[src/source/iq_cfg_pkg.sv]
package iq_cfg_pkg;

    // --------------------
    // datapath widths
    // --------------------

    // width of one data word on the CDB and in the operands
    localparam int WORD_W = 32;

    // reorder-buffer tag width
    localparam int TAG_W = 5;

    // --------------------
    // issue ordering
    // --------------------

    // per-entry age counter, saturates at all ones
    localparam int AGE_W = 3;

endpackage

[src/source/alu_uop_pkg.sv]
package alu_uop_pkg;

    // --------------------
    // opcodes
    // --------------------

    localparam int OP_W = 3;

    localparam logic [OP_W-1:0] OP_ADD = 3'd0;
    localparam logic [OP_W-1:0] OP_SUB = 3'd1;
    localparam logic [OP_W-1:0] OP_AND = 3'd2;
    localparam logic [OP_W-1:0] OP_OR  = 3'd3;
    localparam logic [OP_W-1:0] OP_XOR = 3'd4;
    // shifts take the low 5 bits of operand 2
    localparam logic [OP_W-1:0] OP_SLL = 3'd5;
    localparam logic [OP_W-1:0] OP_SRL = 3'd6;
    // signed compare
    localparam logic [OP_W-1:0] OP_SLT = 3'd7;

    // --------------------
    // operand word
    // --------------------

    // pending operand: tag sits in the low bits
    typedef struct packed {
        logic [iq_cfg_pkg::WORD_W-iq_cfg_pkg::TAG_W-1:0] pad;
        logic [iq_cfg_pkg::TAG_W-1:0]                    tag;
    } operand_tag_t;

    // same word, read as value once ready and as tag while pending
    typedef union packed {
        logic [iq_cfg_pkg::WORD_W-1:0] val;
        operand_tag_t                  tag_view;
    } operand_u;

endpackage

[src/source/iq_dispatch.sv]
`timescale 1ns/1ps

module iq_dispatch #(
    parameter int IQ_SIZE = 4
) (
    input  logic               clk,
    input  logic               rst_n_i,
    input  logic               flush_i,

    // dispatch handshake
    input  logic               uop_valid_i,
    output logic               uop_ready_o,

    // slot freed by the issue stage
    input  logic [IQ_SIZE-1:0] issue_i,

    // one-hot write enable toward the entries
    output logic [IQ_SIZE-1:0] alloc_o
);

    logic [IQ_SIZE-1:0] occupied_q;
    logic [IQ_SIZE-1:0] free_w;
    logic [IQ_SIZE-1:0] lowest_free;
    logic               uop_fire;

    // --------------------
    // slot search
    // --------------------

    assign free_w = ~occupied_q;

    // isolate the lowest set bit of the free vector
    assign lowest_free = free_w & (~free_w + 1'b1);

    // ready only looks at the queue state, never at valid
    assign uop_ready_o = |free_w;

    assign uop_fire = uop_valid_i & uop_ready_o;

    assign alloc_o = uop_fire ? lowest_free : '0;

    // --------------------
    // occupancy
    // --------------------

    always_ff @(posedge clk or negedge rst_n_i) begin
        if (!rst_n_i) begin
            occupied_q <= '0;
        end else if (flush_i) begin
            // flush drops every entry, including one being written
            occupied_q <= '0;
        end else begin
            // a slot is never allocated and issued in the same cycle
            occupied_q <= (occupied_q | alloc_o) & ~issue_i;
        end
    end

endmodule

[src/source/iq_entry.sv]
`timescale 1ns/1ps

module iq_entry #(
    parameter int CDB_COUNT = 2
) (
    input  logic                                         clk,
    input  logic                                         rst_n_i,
    input  logic                                         flush_i,
    input  logic                                         alloc_i,
    input  logic                                         issue_i,

    // micro-op written on alloc
    input  logic [alu_uop_pkg::OP_W-1:0]                 op_i,
    input  logic [iq_cfg_pkg::TAG_W-1:0]                 dst_i,
    input  alu_uop_pkg::operand_u                        src1_i,
    input  logic                                         src1_rdy_i,
    input  alu_uop_pkg::operand_u                        src2_i,
    input  logic                                         src2_rdy_i,

    // external result buses
    input  logic [CDB_COUNT-1:0]                         cdb_valid_i,
    input  logic [CDB_COUNT-1:0][iq_cfg_pkg::TAG_W-1:0]  cdb_tag_i,
    input  logic [CDB_COUNT-1:0][iq_cfg_pkg::WORD_W-1:0] cdb_data_i,

    // own result, valid only on a transfer
    input  logic                                         res_valid_i,
    input  logic [iq_cfg_pkg::TAG_W-1:0]                 res_tag_i,
    input  logic [iq_cfg_pkg::WORD_W-1:0]                res_data_i,

    output logic                                         ready_o,
    output logic [iq_cfg_pkg::AGE_W-1:0]                 age_o,
    output logic [alu_uop_pkg::OP_W-1:0]                 op_o,
    output logic [iq_cfg_pkg::TAG_W-1:0]                 dst_o,
    output alu_uop_pkg::operand_u                        src1_o,
    output alu_uop_pkg::operand_u                        src2_o
);

    localparam logic [iq_cfg_pkg::AGE_W-1:0] AGE_MAX = '1;

    logic                              valid_q;
    logic                              rdy1_q;
    logic                              rdy2_q;
    logic [iq_cfg_pkg::AGE_W-1:0]      age_q;
    logic [alu_uop_pkg::OP_W-1:0]      op_q;
    logic [iq_cfg_pkg::TAG_W-1:0]      dst_q;
    alu_uop_pkg::operand_u             src1_q;
    alu_uop_pkg::operand_u             src2_q;

    alu_uop_pkg::operand_u             src1_sel;
    alu_uop_pkg::operand_u             src2_sel;
    logic                              rdy1_sel;
    logic                              rdy2_sel;
    logic [iq_cfg_pkg::WORD_W:0]       woken1;
    logic [iq_cfg_pkg::WORD_W:0]       woken2;

    // returns {ready, value} after tag match against all broadcasts
    function automatic logic [iq_cfg_pkg::WORD_W:0] wake(
        input alu_uop_pkg::operand_u opnd,
        input logic                  rdy
    );
        logic [iq_cfg_pkg::WORD_W:0] res;
        res = {rdy, opnd.val};
        for (int c = 0; c < CDB_COUNT; c++) begin
            if (!rdy && cdb_valid_i[c] && (cdb_tag_i[c] == opnd.tag_view.tag)) begin
                res = {1'b1, cdb_data_i[c]};
            end
        end
        if (!rdy && res_valid_i && (res_tag_i == opnd.tag_view.tag)) begin
            res = {1'b1, res_data_i};
        end
        return res;
    endfunction

    // --------------------
    // wakeup
    // --------------------

    // incoming operands are snooped too, so a same-cycle broadcast is caught
    always_comb begin
        src1_sel = alloc_i ? src1_i : src1_q;
        src2_sel = alloc_i ? src2_i : src2_q;
        rdy1_sel = alloc_i ? src1_rdy_i : rdy1_q;
        rdy2_sel = alloc_i ? src2_rdy_i : rdy2_q;
        woken1   = wake(src1_sel, rdy1_sel);
        woken2   = wake(src2_sel, rdy2_sel);
    end

    // --------------------
    // state
    // --------------------

    always_ff @(posedge clk or negedge rst_n_i) begin
        if (!rst_n_i) begin
            valid_q <= 1'b0;
            rdy1_q  <= 1'b0;
            rdy2_q  <= 1'b0;
            age_q   <= '0;
        end else if (flush_i) begin
            valid_q <= 1'b0;
            age_q   <= '0;
        end else begin
            if (alloc_i) begin
                valid_q <= 1'b1;
            end else if (issue_i) begin
                valid_q <= 1'b0;
            end
            if (alloc_i || valid_q) begin
                rdy1_q <= woken1[iq_cfg_pkg::WORD_W];
                rdy2_q <= woken2[iq_cfg_pkg::WORD_W];
            end
            // ages only while waiting to issue, back-pressure included
            if (ready_o && !issue_i) begin
                age_q <= (age_q == AGE_MAX) ? age_q : age_q + 1'b1;
            end else begin
                age_q <= '0;
            end
        end
    end

    always_ff @(posedge clk) begin
        if (alloc_i) begin
            op_q  <= op_i;
            dst_q <= dst_i;
        end
        if (alloc_i || valid_q) begin
            src1_q <= woken1[iq_cfg_pkg::WORD_W-1:0];
            src2_q <= woken2[iq_cfg_pkg::WORD_W-1:0];
        end
    end

    assign ready_o = valid_q & rdy1_q & rdy2_q;
    assign age_o   = age_q;
    assign op_o    = op_q;
    assign dst_o   = dst_q;
    assign src1_o  = src1_q;
    assign src2_o  = src2_q;

endmodule

[src/source/iq_issue_exec.sv]
`timescale 1ns/1ps

module iq_issue_exec #(
    parameter int IQ_SIZE = 4
) (
    input  logic                                       clk,
    input  logic                                       rst_n_i,
    input  logic                                       flush_i,

    // per-entry status
    input  logic [IQ_SIZE-1:0]                         ready_i,
    input  logic [IQ_SIZE-1:0][iq_cfg_pkg::AGE_W-1:0]  age_i,

    // per-entry payload
    input  logic [IQ_SIZE-1:0][alu_uop_pkg::OP_W-1:0]  op_i,
    input  logic [IQ_SIZE-1:0][iq_cfg_pkg::TAG_W-1:0]  dst_i,
    input  alu_uop_pkg::operand_u [IQ_SIZE-1:0]        src1_i,
    input  alu_uop_pkg::operand_u [IQ_SIZE-1:0]        src2_i,

    output logic [IQ_SIZE-1:0]                         issue_o,

    // result handshake
    output logic                                       result_valid_o,
    input  logic                                       result_ready_i,
    output logic [iq_cfg_pkg::TAG_W-1:0]               result_tag_o,
    output logic [iq_cfg_pkg::WORD_W-1:0]              result_data_o
);

    localparam int IDX_W = (IQ_SIZE > 1) ? $clog2(IQ_SIZE) : 1;

    logic [IDX_W-1:0]              best_idx;
    logic [iq_cfg_pkg::AGE_W-1:0]  best_age;
    logic                          found;
    logic                          can_accept;
    logic                          issue_fire;

    logic [alu_uop_pkg::OP_W-1:0]  op_sel;
    logic [iq_cfg_pkg::WORD_W-1:0] opa;
    logic [iq_cfg_pkg::WORD_W-1:0] opb;
    logic [iq_cfg_pkg::WORD_W-1:0] alu_res;

    logic                          res_valid_q;
    logic [iq_cfg_pkg::TAG_W-1:0]  res_tag_q;
    logic [iq_cfg_pkg::WORD_W-1:0] res_data_q;

    // --------------------
    // oldest-ready select
    // --------------------

    // strict compare keeps ties on the lower index
    always_comb begin
        best_idx = '0;
        best_age = '0;
        found    = 1'b0;
        for (int i = 0; i < IQ_SIZE; i++) begin
            if (ready_i[i] && (!found || (age_i[i] > best_age))) begin
                best_idx = IDX_W'(i);
                best_age = age_i[i];
                found    = 1'b1;
            end
        end
    end

    // result slot is free now or empties at this edge
    assign can_accept = !res_valid_q || result_ready_i;
    assign issue_fire = found && can_accept;

    always_comb begin
        issue_o           = '0;
        issue_o[best_idx] = issue_fire;
    end

    // --------------------
    // ALU
    // --------------------

    assign op_sel = op_i[best_idx];
    assign opa    = src1_i[best_idx].val;
    assign opb    = src2_i[best_idx].val;

    always_comb begin
        alu_res = '0;
        case (op_sel)
            alu_uop_pkg::OP_ADD: alu_res = opa + opb;
            alu_uop_pkg::OP_SUB: alu_res = opa - opb;
            alu_uop_pkg::OP_AND: alu_res = opa & opb;
            alu_uop_pkg::OP_OR:  alu_res = opa | opb;
            alu_uop_pkg::OP_XOR: alu_res = opa ^ opb;
            alu_uop_pkg::OP_SLL: alu_res = opa << opb[4:0];
            alu_uop_pkg::OP_SRL: alu_res = opa >> opb[4:0];
            alu_uop_pkg::OP_SLT: begin
                alu_res = {{(iq_cfg_pkg::WORD_W-1){1'b0}}, ($signed(opa) < $signed(opb))};
            end
            default: alu_res = '0;
        endcase
    end

    // --------------------
    // result register
    // --------------------

    always_ff @(posedge clk or negedge rst_n_i) begin
        if (!rst_n_i) begin
            res_valid_q <= 1'b0;
        end else if (flush_i) begin
            // held result is dropped along with the queue
            res_valid_q <= 1'b0;
        end else if (issue_fire) begin
            res_valid_q <= 1'b1;
        end else if (result_ready_i) begin
            res_valid_q <= 1'b0;
        end
    end

    // payload only moves when a new op issues, so it holds under stall
    always_ff @(posedge clk) begin
        if (issue_fire) begin
            res_tag_q  <= dst_i[best_idx];
            res_data_q <= alu_res;
        end
    end

    assign result_valid_o = res_valid_q;
    assign result_tag_o   = res_tag_q;
    assign result_data_o  = res_data_q;

endmodule

[src/source/alu_iq_top.sv]
`timescale 1ns/1ps

module alu_iq_top #(
    parameter int IQ_SIZE   = 4,
    parameter int CDB_COUNT = 2
) (
    input  logic                                         clk,
    input  logic                                         rst_n_i,
    input  logic                                         flush_i,

    // dispatch
    input  logic                                         uop_valid_i,
    output logic                                         uop_ready_o,
    input  logic [alu_uop_pkg::OP_W-1:0]                 uop_op_i,
    input  logic [iq_cfg_pkg::TAG_W-1:0]                 uop_dst_i,
    input  alu_uop_pkg::operand_u                        uop_src1_i,
    input  logic                                         uop_src1_rdy_i,
    input  alu_uop_pkg::operand_u                        uop_src2_i,
    input  logic                                         uop_src2_rdy_i,

    // CDB
    input  logic [CDB_COUNT-1:0]                         cdb_valid_i,
    input  logic [CDB_COUNT-1:0][iq_cfg_pkg::TAG_W-1:0]  cdb_tag_i,
    input  logic [CDB_COUNT-1:0][iq_cfg_pkg::WORD_W-1:0] cdb_data_i,

    // result
    output logic                                         result_valid_o,
    input  logic                                         result_ready_i,
    output logic [iq_cfg_pkg::TAG_W-1:0]                 result_tag_o,
    output logic [iq_cfg_pkg::WORD_W-1:0]                result_data_o
);

    logic [IQ_SIZE-1:0]                        alloc_w;
    logic [IQ_SIZE-1:0]                        issue_w;
    logic [IQ_SIZE-1:0]                        ready_w;
    logic [IQ_SIZE-1:0][iq_cfg_pkg::AGE_W-1:0] age_w;
    logic [IQ_SIZE-1:0][alu_uop_pkg::OP_W-1:0] op_w;
    logic [IQ_SIZE-1:0][iq_cfg_pkg::TAG_W-1:0] dst_w;
    alu_uop_pkg::operand_u [IQ_SIZE-1:0]       src1_w;
    alu_uop_pkg::operand_u [IQ_SIZE-1:0]       src2_w;
    logic                                      res_xfer;

    // own result wakes entries only when it actually leaves
    assign res_xfer = result_valid_o & result_ready_i;

    iq_dispatch #(
        .IQ_SIZE(IQ_SIZE)
    ) u_dispatch (
        .clk         (clk),
        .rst_n_i     (rst_n_i),
        .flush_i     (flush_i),
        .uop_valid_i (uop_valid_i),
        .uop_ready_o (uop_ready_o),
        .issue_i     (issue_w),
        .alloc_o     (alloc_w)
    );

    for (genvar i = 0; i < IQ_SIZE; i++) begin : g_entry
        iq_entry #(
            .CDB_COUNT(CDB_COUNT)
        ) u_entry (
            .clk         (clk),
            .rst_n_i     (rst_n_i),
            .flush_i     (flush_i),
            .alloc_i     (alloc_w[i]),
            .issue_i     (issue_w[i]),
            .op_i        (uop_op_i),
            .dst_i       (uop_dst_i),
            .src1_i      (uop_src1_i),
            .src1_rdy_i  (uop_src1_rdy_i),
            .src2_i      (uop_src2_i),
            .src2_rdy_i  (uop_src2_rdy_i),
            .cdb_valid_i (cdb_valid_i),
            .cdb_tag_i   (cdb_tag_i),
            .cdb_data_i  (cdb_data_i),
            .res_valid_i (res_xfer),
            .res_tag_i   (result_tag_o),
            .res_data_i  (result_data_o),
            .ready_o     (ready_w[i]),
            .age_o       (age_w[i]),
            .op_o        (op_w[i]),
            .dst_o       (dst_w[i]),
            .src1_o      (src1_w[i]),
            .src2_o      (src2_w[i])
        );
    end

    iq_issue_exec #(
        .IQ_SIZE(IQ_SIZE)
    ) u_issue_exec (
        .clk            (clk),
        .rst_n_i        (rst_n_i),
        .flush_i        (flush_i),
        .ready_i        (ready_w),
        .age_i          (age_w),
        .op_i           (op_w),
        .dst_i          (dst_w),
        .src1_i         (src1_w),
        .src2_i         (src2_w),
        .issue_o        (issue_w),
        .result_valid_o (result_valid_o),
        .result_ready_i (result_ready_i),
        .result_tag_o   (result_tag_o),
        .result_data_o  (result_data_o)
    );

endmodule

[config.mk]
export PLATFORM = sky130hd
export DESIGN_NAME = alu_iq_top
export DESIGN_NICKNAME = d
export VERILOG_FILES = /design/src/source/iq_cfg_pkg.sv /design/src/source/alu_uop_pkg.sv /design/src/source/iq_dispatch.sv /design/src/source/iq_entry.sv /design/src/source/iq_issue_exec.sv /design/src/source/alu_iq_top.sv
export SDC_FILE = /design/constraint.sdc
export NUM_CORES = 2
export LEC_CHECK = 0
export BUFFER_PORTS_ARGS = -buffer_cell sky130_fd_sc_hd__buf_2
export CORE_ASPECT_RATIO = 1.2
export CORE_MARGIN = 4
export CORE_UTILIZATION = 50
export DETAILED_ROUTE_END_ITERATION = 10
export PLACE_DENSITY = 0.72
export SLEW_MARGIN = 20
export SYNTH_ARGS = -nofsm -noshare
export SYNTH_HDL_FRONTEND = slang
export SYNTH_SLANG_ARGS = --single-unit
[constraint.sdc]
create_clock -name clk -period 12.6 [get_ports clk]
set_clock_uncertainty 0.1 [all_clocks]
set_input_delay 2.52 -clock clk [delete_from_list [all_inputs] [get_ports clk]]
set_output_delay 2.52 -clock clk [all_outputs]
set_load 0.03 [all_outputs]
[Word level (Yosys, flattened, before mapping)]
Index checks and enable logic that the tools add are counted.
Word-level totals
  bits in registers: 354
  input port bits: 155
  logic and storage cells: 317
Cells by class
  add/subtract/negate cells: 7
  $lt $le $gt $ge: 6
  eq/ne operators: 39
  shifts and indexed selects: 2
  multiplexer cells: 90
  bitwise operators: 21
  reduce and logical (&&, ||, !) cells: 108
Operators with widths (count)
  33-bit two-way mux: 24
  32-bit two-way mux: 10
  32-bit case mux with 8 select lines: 1
  32-bit binary-select mux with 2-bit select: 2
  5-bit == test: 24
  1-bit logical AND: 57
  3-bit two-way mux: 16
  32-bit adder: 1
  32-bit AND: 1
  32-bit < comparator: 1
  32-bit bitwise OR: 1
  4-bit nonzero test: 8
  32-bit by 5-bit left shift with 32-bit output: 1
  32-bit by 5-bit >> shifter with 32-bit output: 1
  32-bit subtractor: 1
  32-bit XOR: 1
  1-bit two-way mux: 29
  3-bit == test, second input constant: 8
  2-bit AND reduction: 12
  1-bit logical NOT: 16
  3-bit nonzero test: 5
  3-bit by 1-bit adder with 3-bit output, second input constant: 4
  4-bit AND: 3
  3-bit != test, second input constant: 4
  19 further kinds: 42

[Depth between registers and ports, before layout]
  depth in word-level cells: 24
  depth in mapped cells: 47
  mapped depth without buffers: 37

[Modules after synthesis]
A second synthesis with hierarchy kept.
Second synthesis, totals
  cell total of the unflattened synthesis: 4053
  area total of the unflattened synthesis: 34680.8 sq um
Modules (own cells, without submodules)
  iq_entry: times used 4, cells each 565, area an instance 5396.4 sq um, seq. area each 2312.2 sq um
  iq_issue_exec: times used 1, cells each 1773, area an instance 12896.1 sq um, seq. area each 1136.1 sq um
  iq_dispatch: times used 1, cells each 19, area an instance 192.7 sq um, seq. area each 100.1 sq um
  alu_iq_top: times used 1, cells each 1, area an instance 6.3 sq um, seq. area each 0.0 sq um

[Worst setup path before layout]
No wires, ideal clock.
  kind: register -> register
  start point: register g_entry[0].u_entry.valid_q
  end point: register u_issue_exec.res_data_q (netlist bit u_issue_exec.result_data_o[31]), data pin
  setup time: 265 ps
  arrival: 9245 ps
  data required time: 12235 ps
  path slack: 2990 ps
  stages on the path, launching flop included: 44
  buffers on the path: 11
  period minus slack after synthesis: 9610 ps
  cells stage by stage: dfrtp_1 -> and3_1 -> buf_2 -> nand2_1 -> ha_1 -> and3_1 -> a21oi_1 -> o21a_1 -> buf_2 -> buf_2 -> buf_2 -> clkbuf_1 -> nor2_1 -> a21oi_1 -> ha_1 -> a21oi_1 -> a32oi_1 -> o21ai_4 -> [8 not listed] -> clkbuf_1 -> a21oi_1 -> a221oi_4 -> buf_2 -> buf_1 -> ha_1 -> buf_2 -> o311ai_0 -> a211oi_1 -> nand4_1 -> a2111oi_0 -> nor3_1 -> o41ai_1 -> a21oi_1 -> o21bai_1 -> nor2_1 -> o211ai_1 -> a22oi_1
Between the ends
  longest elaborated chain between the ends: 19
  elaborated cells on any way between the ends: 45
  those cells by class: add/sub (2); order compare (3); eq/ne (7); shift (2); mux (16); bitwise (5); reduce/logical (10)
RTL lines
  start: declaration: RTL line iq_entry.sv:40  | logic valid_q;
  start signal: assignment: RTL line iq_entry.sv:94  | valid_q <= 1'b0;
  start signal: assignment: RTL line iq_entry.sv:99  | valid_q <= 1'b0;
  start signal: assignment: RTL line iq_entry.sv:103  | valid_q <= 1'b1;
  1-bit AND * (2 in a row): RTL line iq_entry.sv:131  | assign ready_o = valid_q & rdy1_q & rdy2_q;
  3-bit two-way mux or 1-bit two-way mux (tied branches): RTL line iq_issue_exec.sv:56  | if (ready_i[i] && (!found || (age_i[i] > best_age))) begin
  3-bit greater-than comparator or 1-bit logical NOT (tied branches): RTL line iq_issue_exec.sv:56
  1-bit logical OR: RTL line iq_issue_exec.sv:56
  1-bit logical AND: RTL line iq_issue_exec.sv:56
  3-bit two-way mux or 1-bit two-way mux (tied branches): RTL line iq_issue_exec.sv:56
  3-bit greater-than comparator or 1-bit logical NOT (tied branches): RTL line iq_issue_exec.sv:56
  1-bit logical OR: RTL line iq_issue_exec.sv:56
  [3 not listed]
  1-bit logical OR: RTL line iq_issue_exec.sv:56
  1-bit logical AND: RTL line iq_issue_exec.sv:56
  2-bit two-way mux *: RTL line iq_issue_exec.sv:56
  32-bit binary-select mux with 2-bit select, or another cell as far along: RTL line iq_issue_exec.sv:78  | assign opa = src1_i[best_idx].val;
  32-bit two-way mux (not written as such), or another cell as far along: RTL line iq_issue_exec.sv:78
  32-bit subtractor, or another cell as far along: RTL line iq_issue_exec.sv:85  | alu_uop_pkg::OP_SUB: alu_res = opa - opb;
  32-bit case mux with 8 select lines *: RTL line iq_issue_exec.sv:83  | case (op_sel)
  named net u_issue_exec.alu_res (one bit): RTL line iq_issue_exec.sv:40  | logic [iq_cfg_pkg::WORD_W-1:0] alu_res;
  end signal: assignment: RTL line iq_issue_exec.sv:119  | res_data_q <= alu_res;
  end: declaration: RTL line iq_issue_exec.sv:44  | logic [iq_cfg_pkg::WORD_W-1:0] res_data_q;
Mark *: on every way through the listed nets, which the timed path passes. The rest lies on a longest branch. The select of a mux whose other input is x is not followed.
A chain may end at the register's enable or synchronous reset.

[Final worst setup path]
Ends and elaborated chain as after synthesis.

==> impl_metrics.env <==
export IMPL_status="finished, final reports clean"
export IMPL_netlist_instances=3919
export IMPL_antenna_found_initial=5
export IMPL_drt_iter0_markers=5171
export IMPL_required_ps=12830
export IMPL_drv_slew=0
export IMPL_syn_area_um2=31980
export IMPL_min_from="g_entry[2].u_entry.rdy2_q"
export IMPL_worst_pin_slew_ps=1187
export IMPL_core_area_um2=63310
export IMPL_hold_viol_final=0
export IMPL_cts_resized=0
export IMPL_die_h_um=285.1
export IMPL_initial_core_util_pct=50.52
export IMPL_cts_sinks=354
export IMPL_r2r_slack_ps=880
export IMPL_finalCriticalPeriod_ps=11720
export IMPL_ir_worst_vdd_mv=0.1205
export IMPL_synthArstFlopShare_pct=8.192
export IMPL_rr_startpoint="g_entry[0].u_entry.valid_q"
export IMPL_die_x_um=238.9
export IMPL_postRouteAntennaNets=0
export IMPL_post_cts_buffers=0
export IMPL_grt_pass1_wl_um=200900
export IMPL_wl_um=138800
export IMPL_cts_tree="yes"
export IMPL_yosys_top_cells_count="nand2_1 (449), a21oi_1 (376), nand3_1 (372)"
export IMPL_fin_crit_sh_pct=93.03
export IMPL_leakagePower_nw=13.76
export IMPL_synth_ff_type="edfxtp_1"
export IMPL_synth_top_cells_by_area="edfxtp_1 (31%), mux2i_1 (7.8%), a21oi_1 (5.9%), nand3_1 (5.8%), nand2_1 (5.3%)"
export IMPL_grt_max_degree=69
export IMPL_grt_setup_unrepaired="no"
export IMPL_drive_gt1_share_pct=12.42
export IMPL_fin_area_um2=34370
export IMPL_yosysMostFrequentCell="nand2_1"
export IMPL_critical_path_class="register to register"
export IMPL_crit_fanout=41
export IMPL_viasPerCell=6.981
export IMPL_cap_violations=0
export IMPL_r2r_end="u_issue_exec.result_data_o[31]"
export IMPL_hold_path_class="register to register"
export IMPL_clkTransAtPathRegs_ps=70
export IMPL_tns_ps=0
export IMPL_htreeDepth=2
export IMPL_avgRoutedWirePerCell_um=29.50
export IMPL_grt_usage_pct=38.91
export IMPL_crit_path_start_kind="register"
export IMPL_crit_arrival_ps=11960
export IMPL_grt_overflow=0
export IMPL_clockBufferDepth=3
export IMPL_yosysTopAreaCell="edfxtp_1"
export IMPL_vias=32840
export IMPL_hold_end="g_entry[2].u_entry.rdy2_q"
export IMPL_numCtsBuffers=42
export IMPL_holdBufCountCts=0
export IMPL_nNetsFinal=4115
export IMPL_slowest_delay_ps=1050
export IMPL_area_growth_pct=7.464
export IMPL_slowest_stage="a2111oi_1"
export IMPL_max_freq_ghz=0.08531
export IMPL_synth_distinct_cells=97
export IMPL_gp_congestion=1.023
export IMPL_place_area_um2=32950
export IMPL_clock_tree_root_cell="clkbuf_16"
export IMPL_yosysSeqAreaShare_pct=32.78
export IMPL_maxSlewHeadroom_pct=20.60
export IMPL_rows=101
export IMPL_die_area_um2=68090
export IMPL_synth_fp_nets=4190
export IMPL_yosysWarningCount=0
export IMPL_detail_route_first_pass_iterations=7
export IMPL_synth_top_area_share_pct=30.51
export IMPL_power_density_nw_per_um2=156.2
export IMPL_hpwlAfterDp_um=95440
export IMPL_setup_viol=0
export IMPL_hold_depth=1
export IMPL_ioPinCount=194
export IMPL_ys_ff_latch=354
export IMPL_drc=0
export IMPL_syn_avg_cell_area_um2=8.161
export IMPL_worstSetupEndpointType="register"
export IMPL_grt_pass1_vias=30230
export IMPL_io_buffers=193
export IMPL_synth_edf_count=325
export IMPL_clkLatencyLatePin_ps=590
export IMPL_rr_worst_depth=32
[through the flow]
| step | utilization, % | worst slack, ps | hold slack [ps] | power, mW | cells |
|---|---|---|---|---|---|
| 6_report | 54.29 | 878.0 | 439.9 | 5.369 | 4704 |
| 5_1_grt | 54.26 | 367.2 | 455.6 | 5.556 | 4698 |
| 4_1_cts | 54.26 | 1149 | 434.9 | 5.271 | 4698 |
| 3_5_place_dp | 52.05 | 1191 | 420.9 | 3.989 | 4624 |
| 3_3_place_gp | 52.05 | 1460 | 411.6 | 3.991 | 4624 |
| 2_1_floorplan | - | 2990 | 382.9 | 3.188 | 3919 |
[routing by layer]
layer | vias up | track usage (%) | share of wire [%]
li1 | 14220 | - | -
met1 | 15270 | 50.92 | 37
met3 | 633 | 10.33 | 13
met5 | - | 0 | 0.019
met4 | 4 | 21.48 | 7.3
met2 | 2712 | 58.48 | 43
[where the power goes]
group / leakage, nW / internal, mW / switching, mW
Clock: 0.674 / 0.751 / 0.540
Combinational: 9.57 / 0.805 / 1.72
Sequential: 3.51 / 1.43 / 0.124
Total: 13.8 / 2.98 / 2.39
[layout by cell type (no fill, tap or decap), types with 29 or more instances in the layout]
cell type and n:
nand2_1 449, a21oi_1 376, nand3_1 372, o21ai_0 327
edfxtp_1 325, nor2_1 261, mux2i_1 249, buf_2 193
o211ai_1 130, inv_1 124, ha_1 114, xnor2_1 100
buf_4 81, xor2_1 43, clkbuf_16 43, a211oi_1 41
mux2_2 36, nand2b_1 35, nor3_1 33, o22ai_1 32
dfrtp_1 29
[worst max-delay path by stage]
stage | start | to | cells after the start
2_1_floorplan | g_entry[0].u_entry.valid_q | u_issue_exec.result_data_o[31] | 43
3_3_place_gp | g_entry[0].u_entry.valid_q | u_issue_exec.result_data_o[31] | 32
3_5_place_dp | g_entry[0].u_entry.valid_q | u_issue_exec.result_data_o[31] | 32
4_1_cts | g_entry[0].u_entry.valid_q | u_issue_exec.result_data_o[31] | 32
5_1_grt | g_entry[0].u_entry.valid_q | u_issue_exec.result_data_o[31] | 32
6_report | g_entry[0].u_entry.valid_q | u_issue_exec.result_data_o[31] | 32
[sequential cells by signal, summed over array words and instances, names as in the netlist]
signal	cells
u_dispatch.occupied_q	4
g_entry.u_entry.op_o	12
g_entry.u_entry.rdy1_q	4
g_entry.u_entry.src1_o	128
u_issue_exec.result_data_o	32
g_entry.u_entry.dst_o	20
g_entry.u_entry.src2_o	128
u_issue_exec.result_tag_o	5
g_entry.u_entry.age_o	12
u_issue_exec.result_valid_o	1
g_entry.u_entry.valid_q	4
g_entry.u_entry.rdy2_q	4
[final cells by class]
| cell class | instances | area, um2 |
|---|---|---|
| fillers | 5919 | 28940 |
| multi-input cells | 3032 | 19330 |
| repair buffers | 274 | 1574 |
| inverters | 140 | 533.0 |
| clock buffers | 49 | 1099 |
| well taps | 824 | 1031 |
| flip-flops and latches | 354 | 10490 |
| diodes | 6 | 15.01 |
| clock inverters | 25 | 305.3 |
[logic make-up (layout without fill, tap and decap cells)]
kind of cell               count (synthesis)  after routing  synth area share (%)
AOI/OAI and AO/OA                       1187           1187                 23.84
other                                      0              6                     0
and+or+nand+nor                         1299           1299                 18.48
adders and majority gates                116            116                 4.585
muxes                                    287            287                 9.178
buffers and inverters                    533            488                 7.222
xor gates and xnor gates                 143            143                 3.916
DFF                                      354            354                 32.78
[critical path, delay by kind of cell (launching register included)]
family | cells | cell delay, ps
buffers and inverters | 1 | 190
AO/OA/AOI/OAI | 17 | 6880
flip-flops | 1 | 410
adder cells (fa/ha/maj) | 4 | 1280
AND/OR/NAND/NOR | 9 | 2190
multiplexers | 1 | 380
Power figures use the tool's default switching activity.
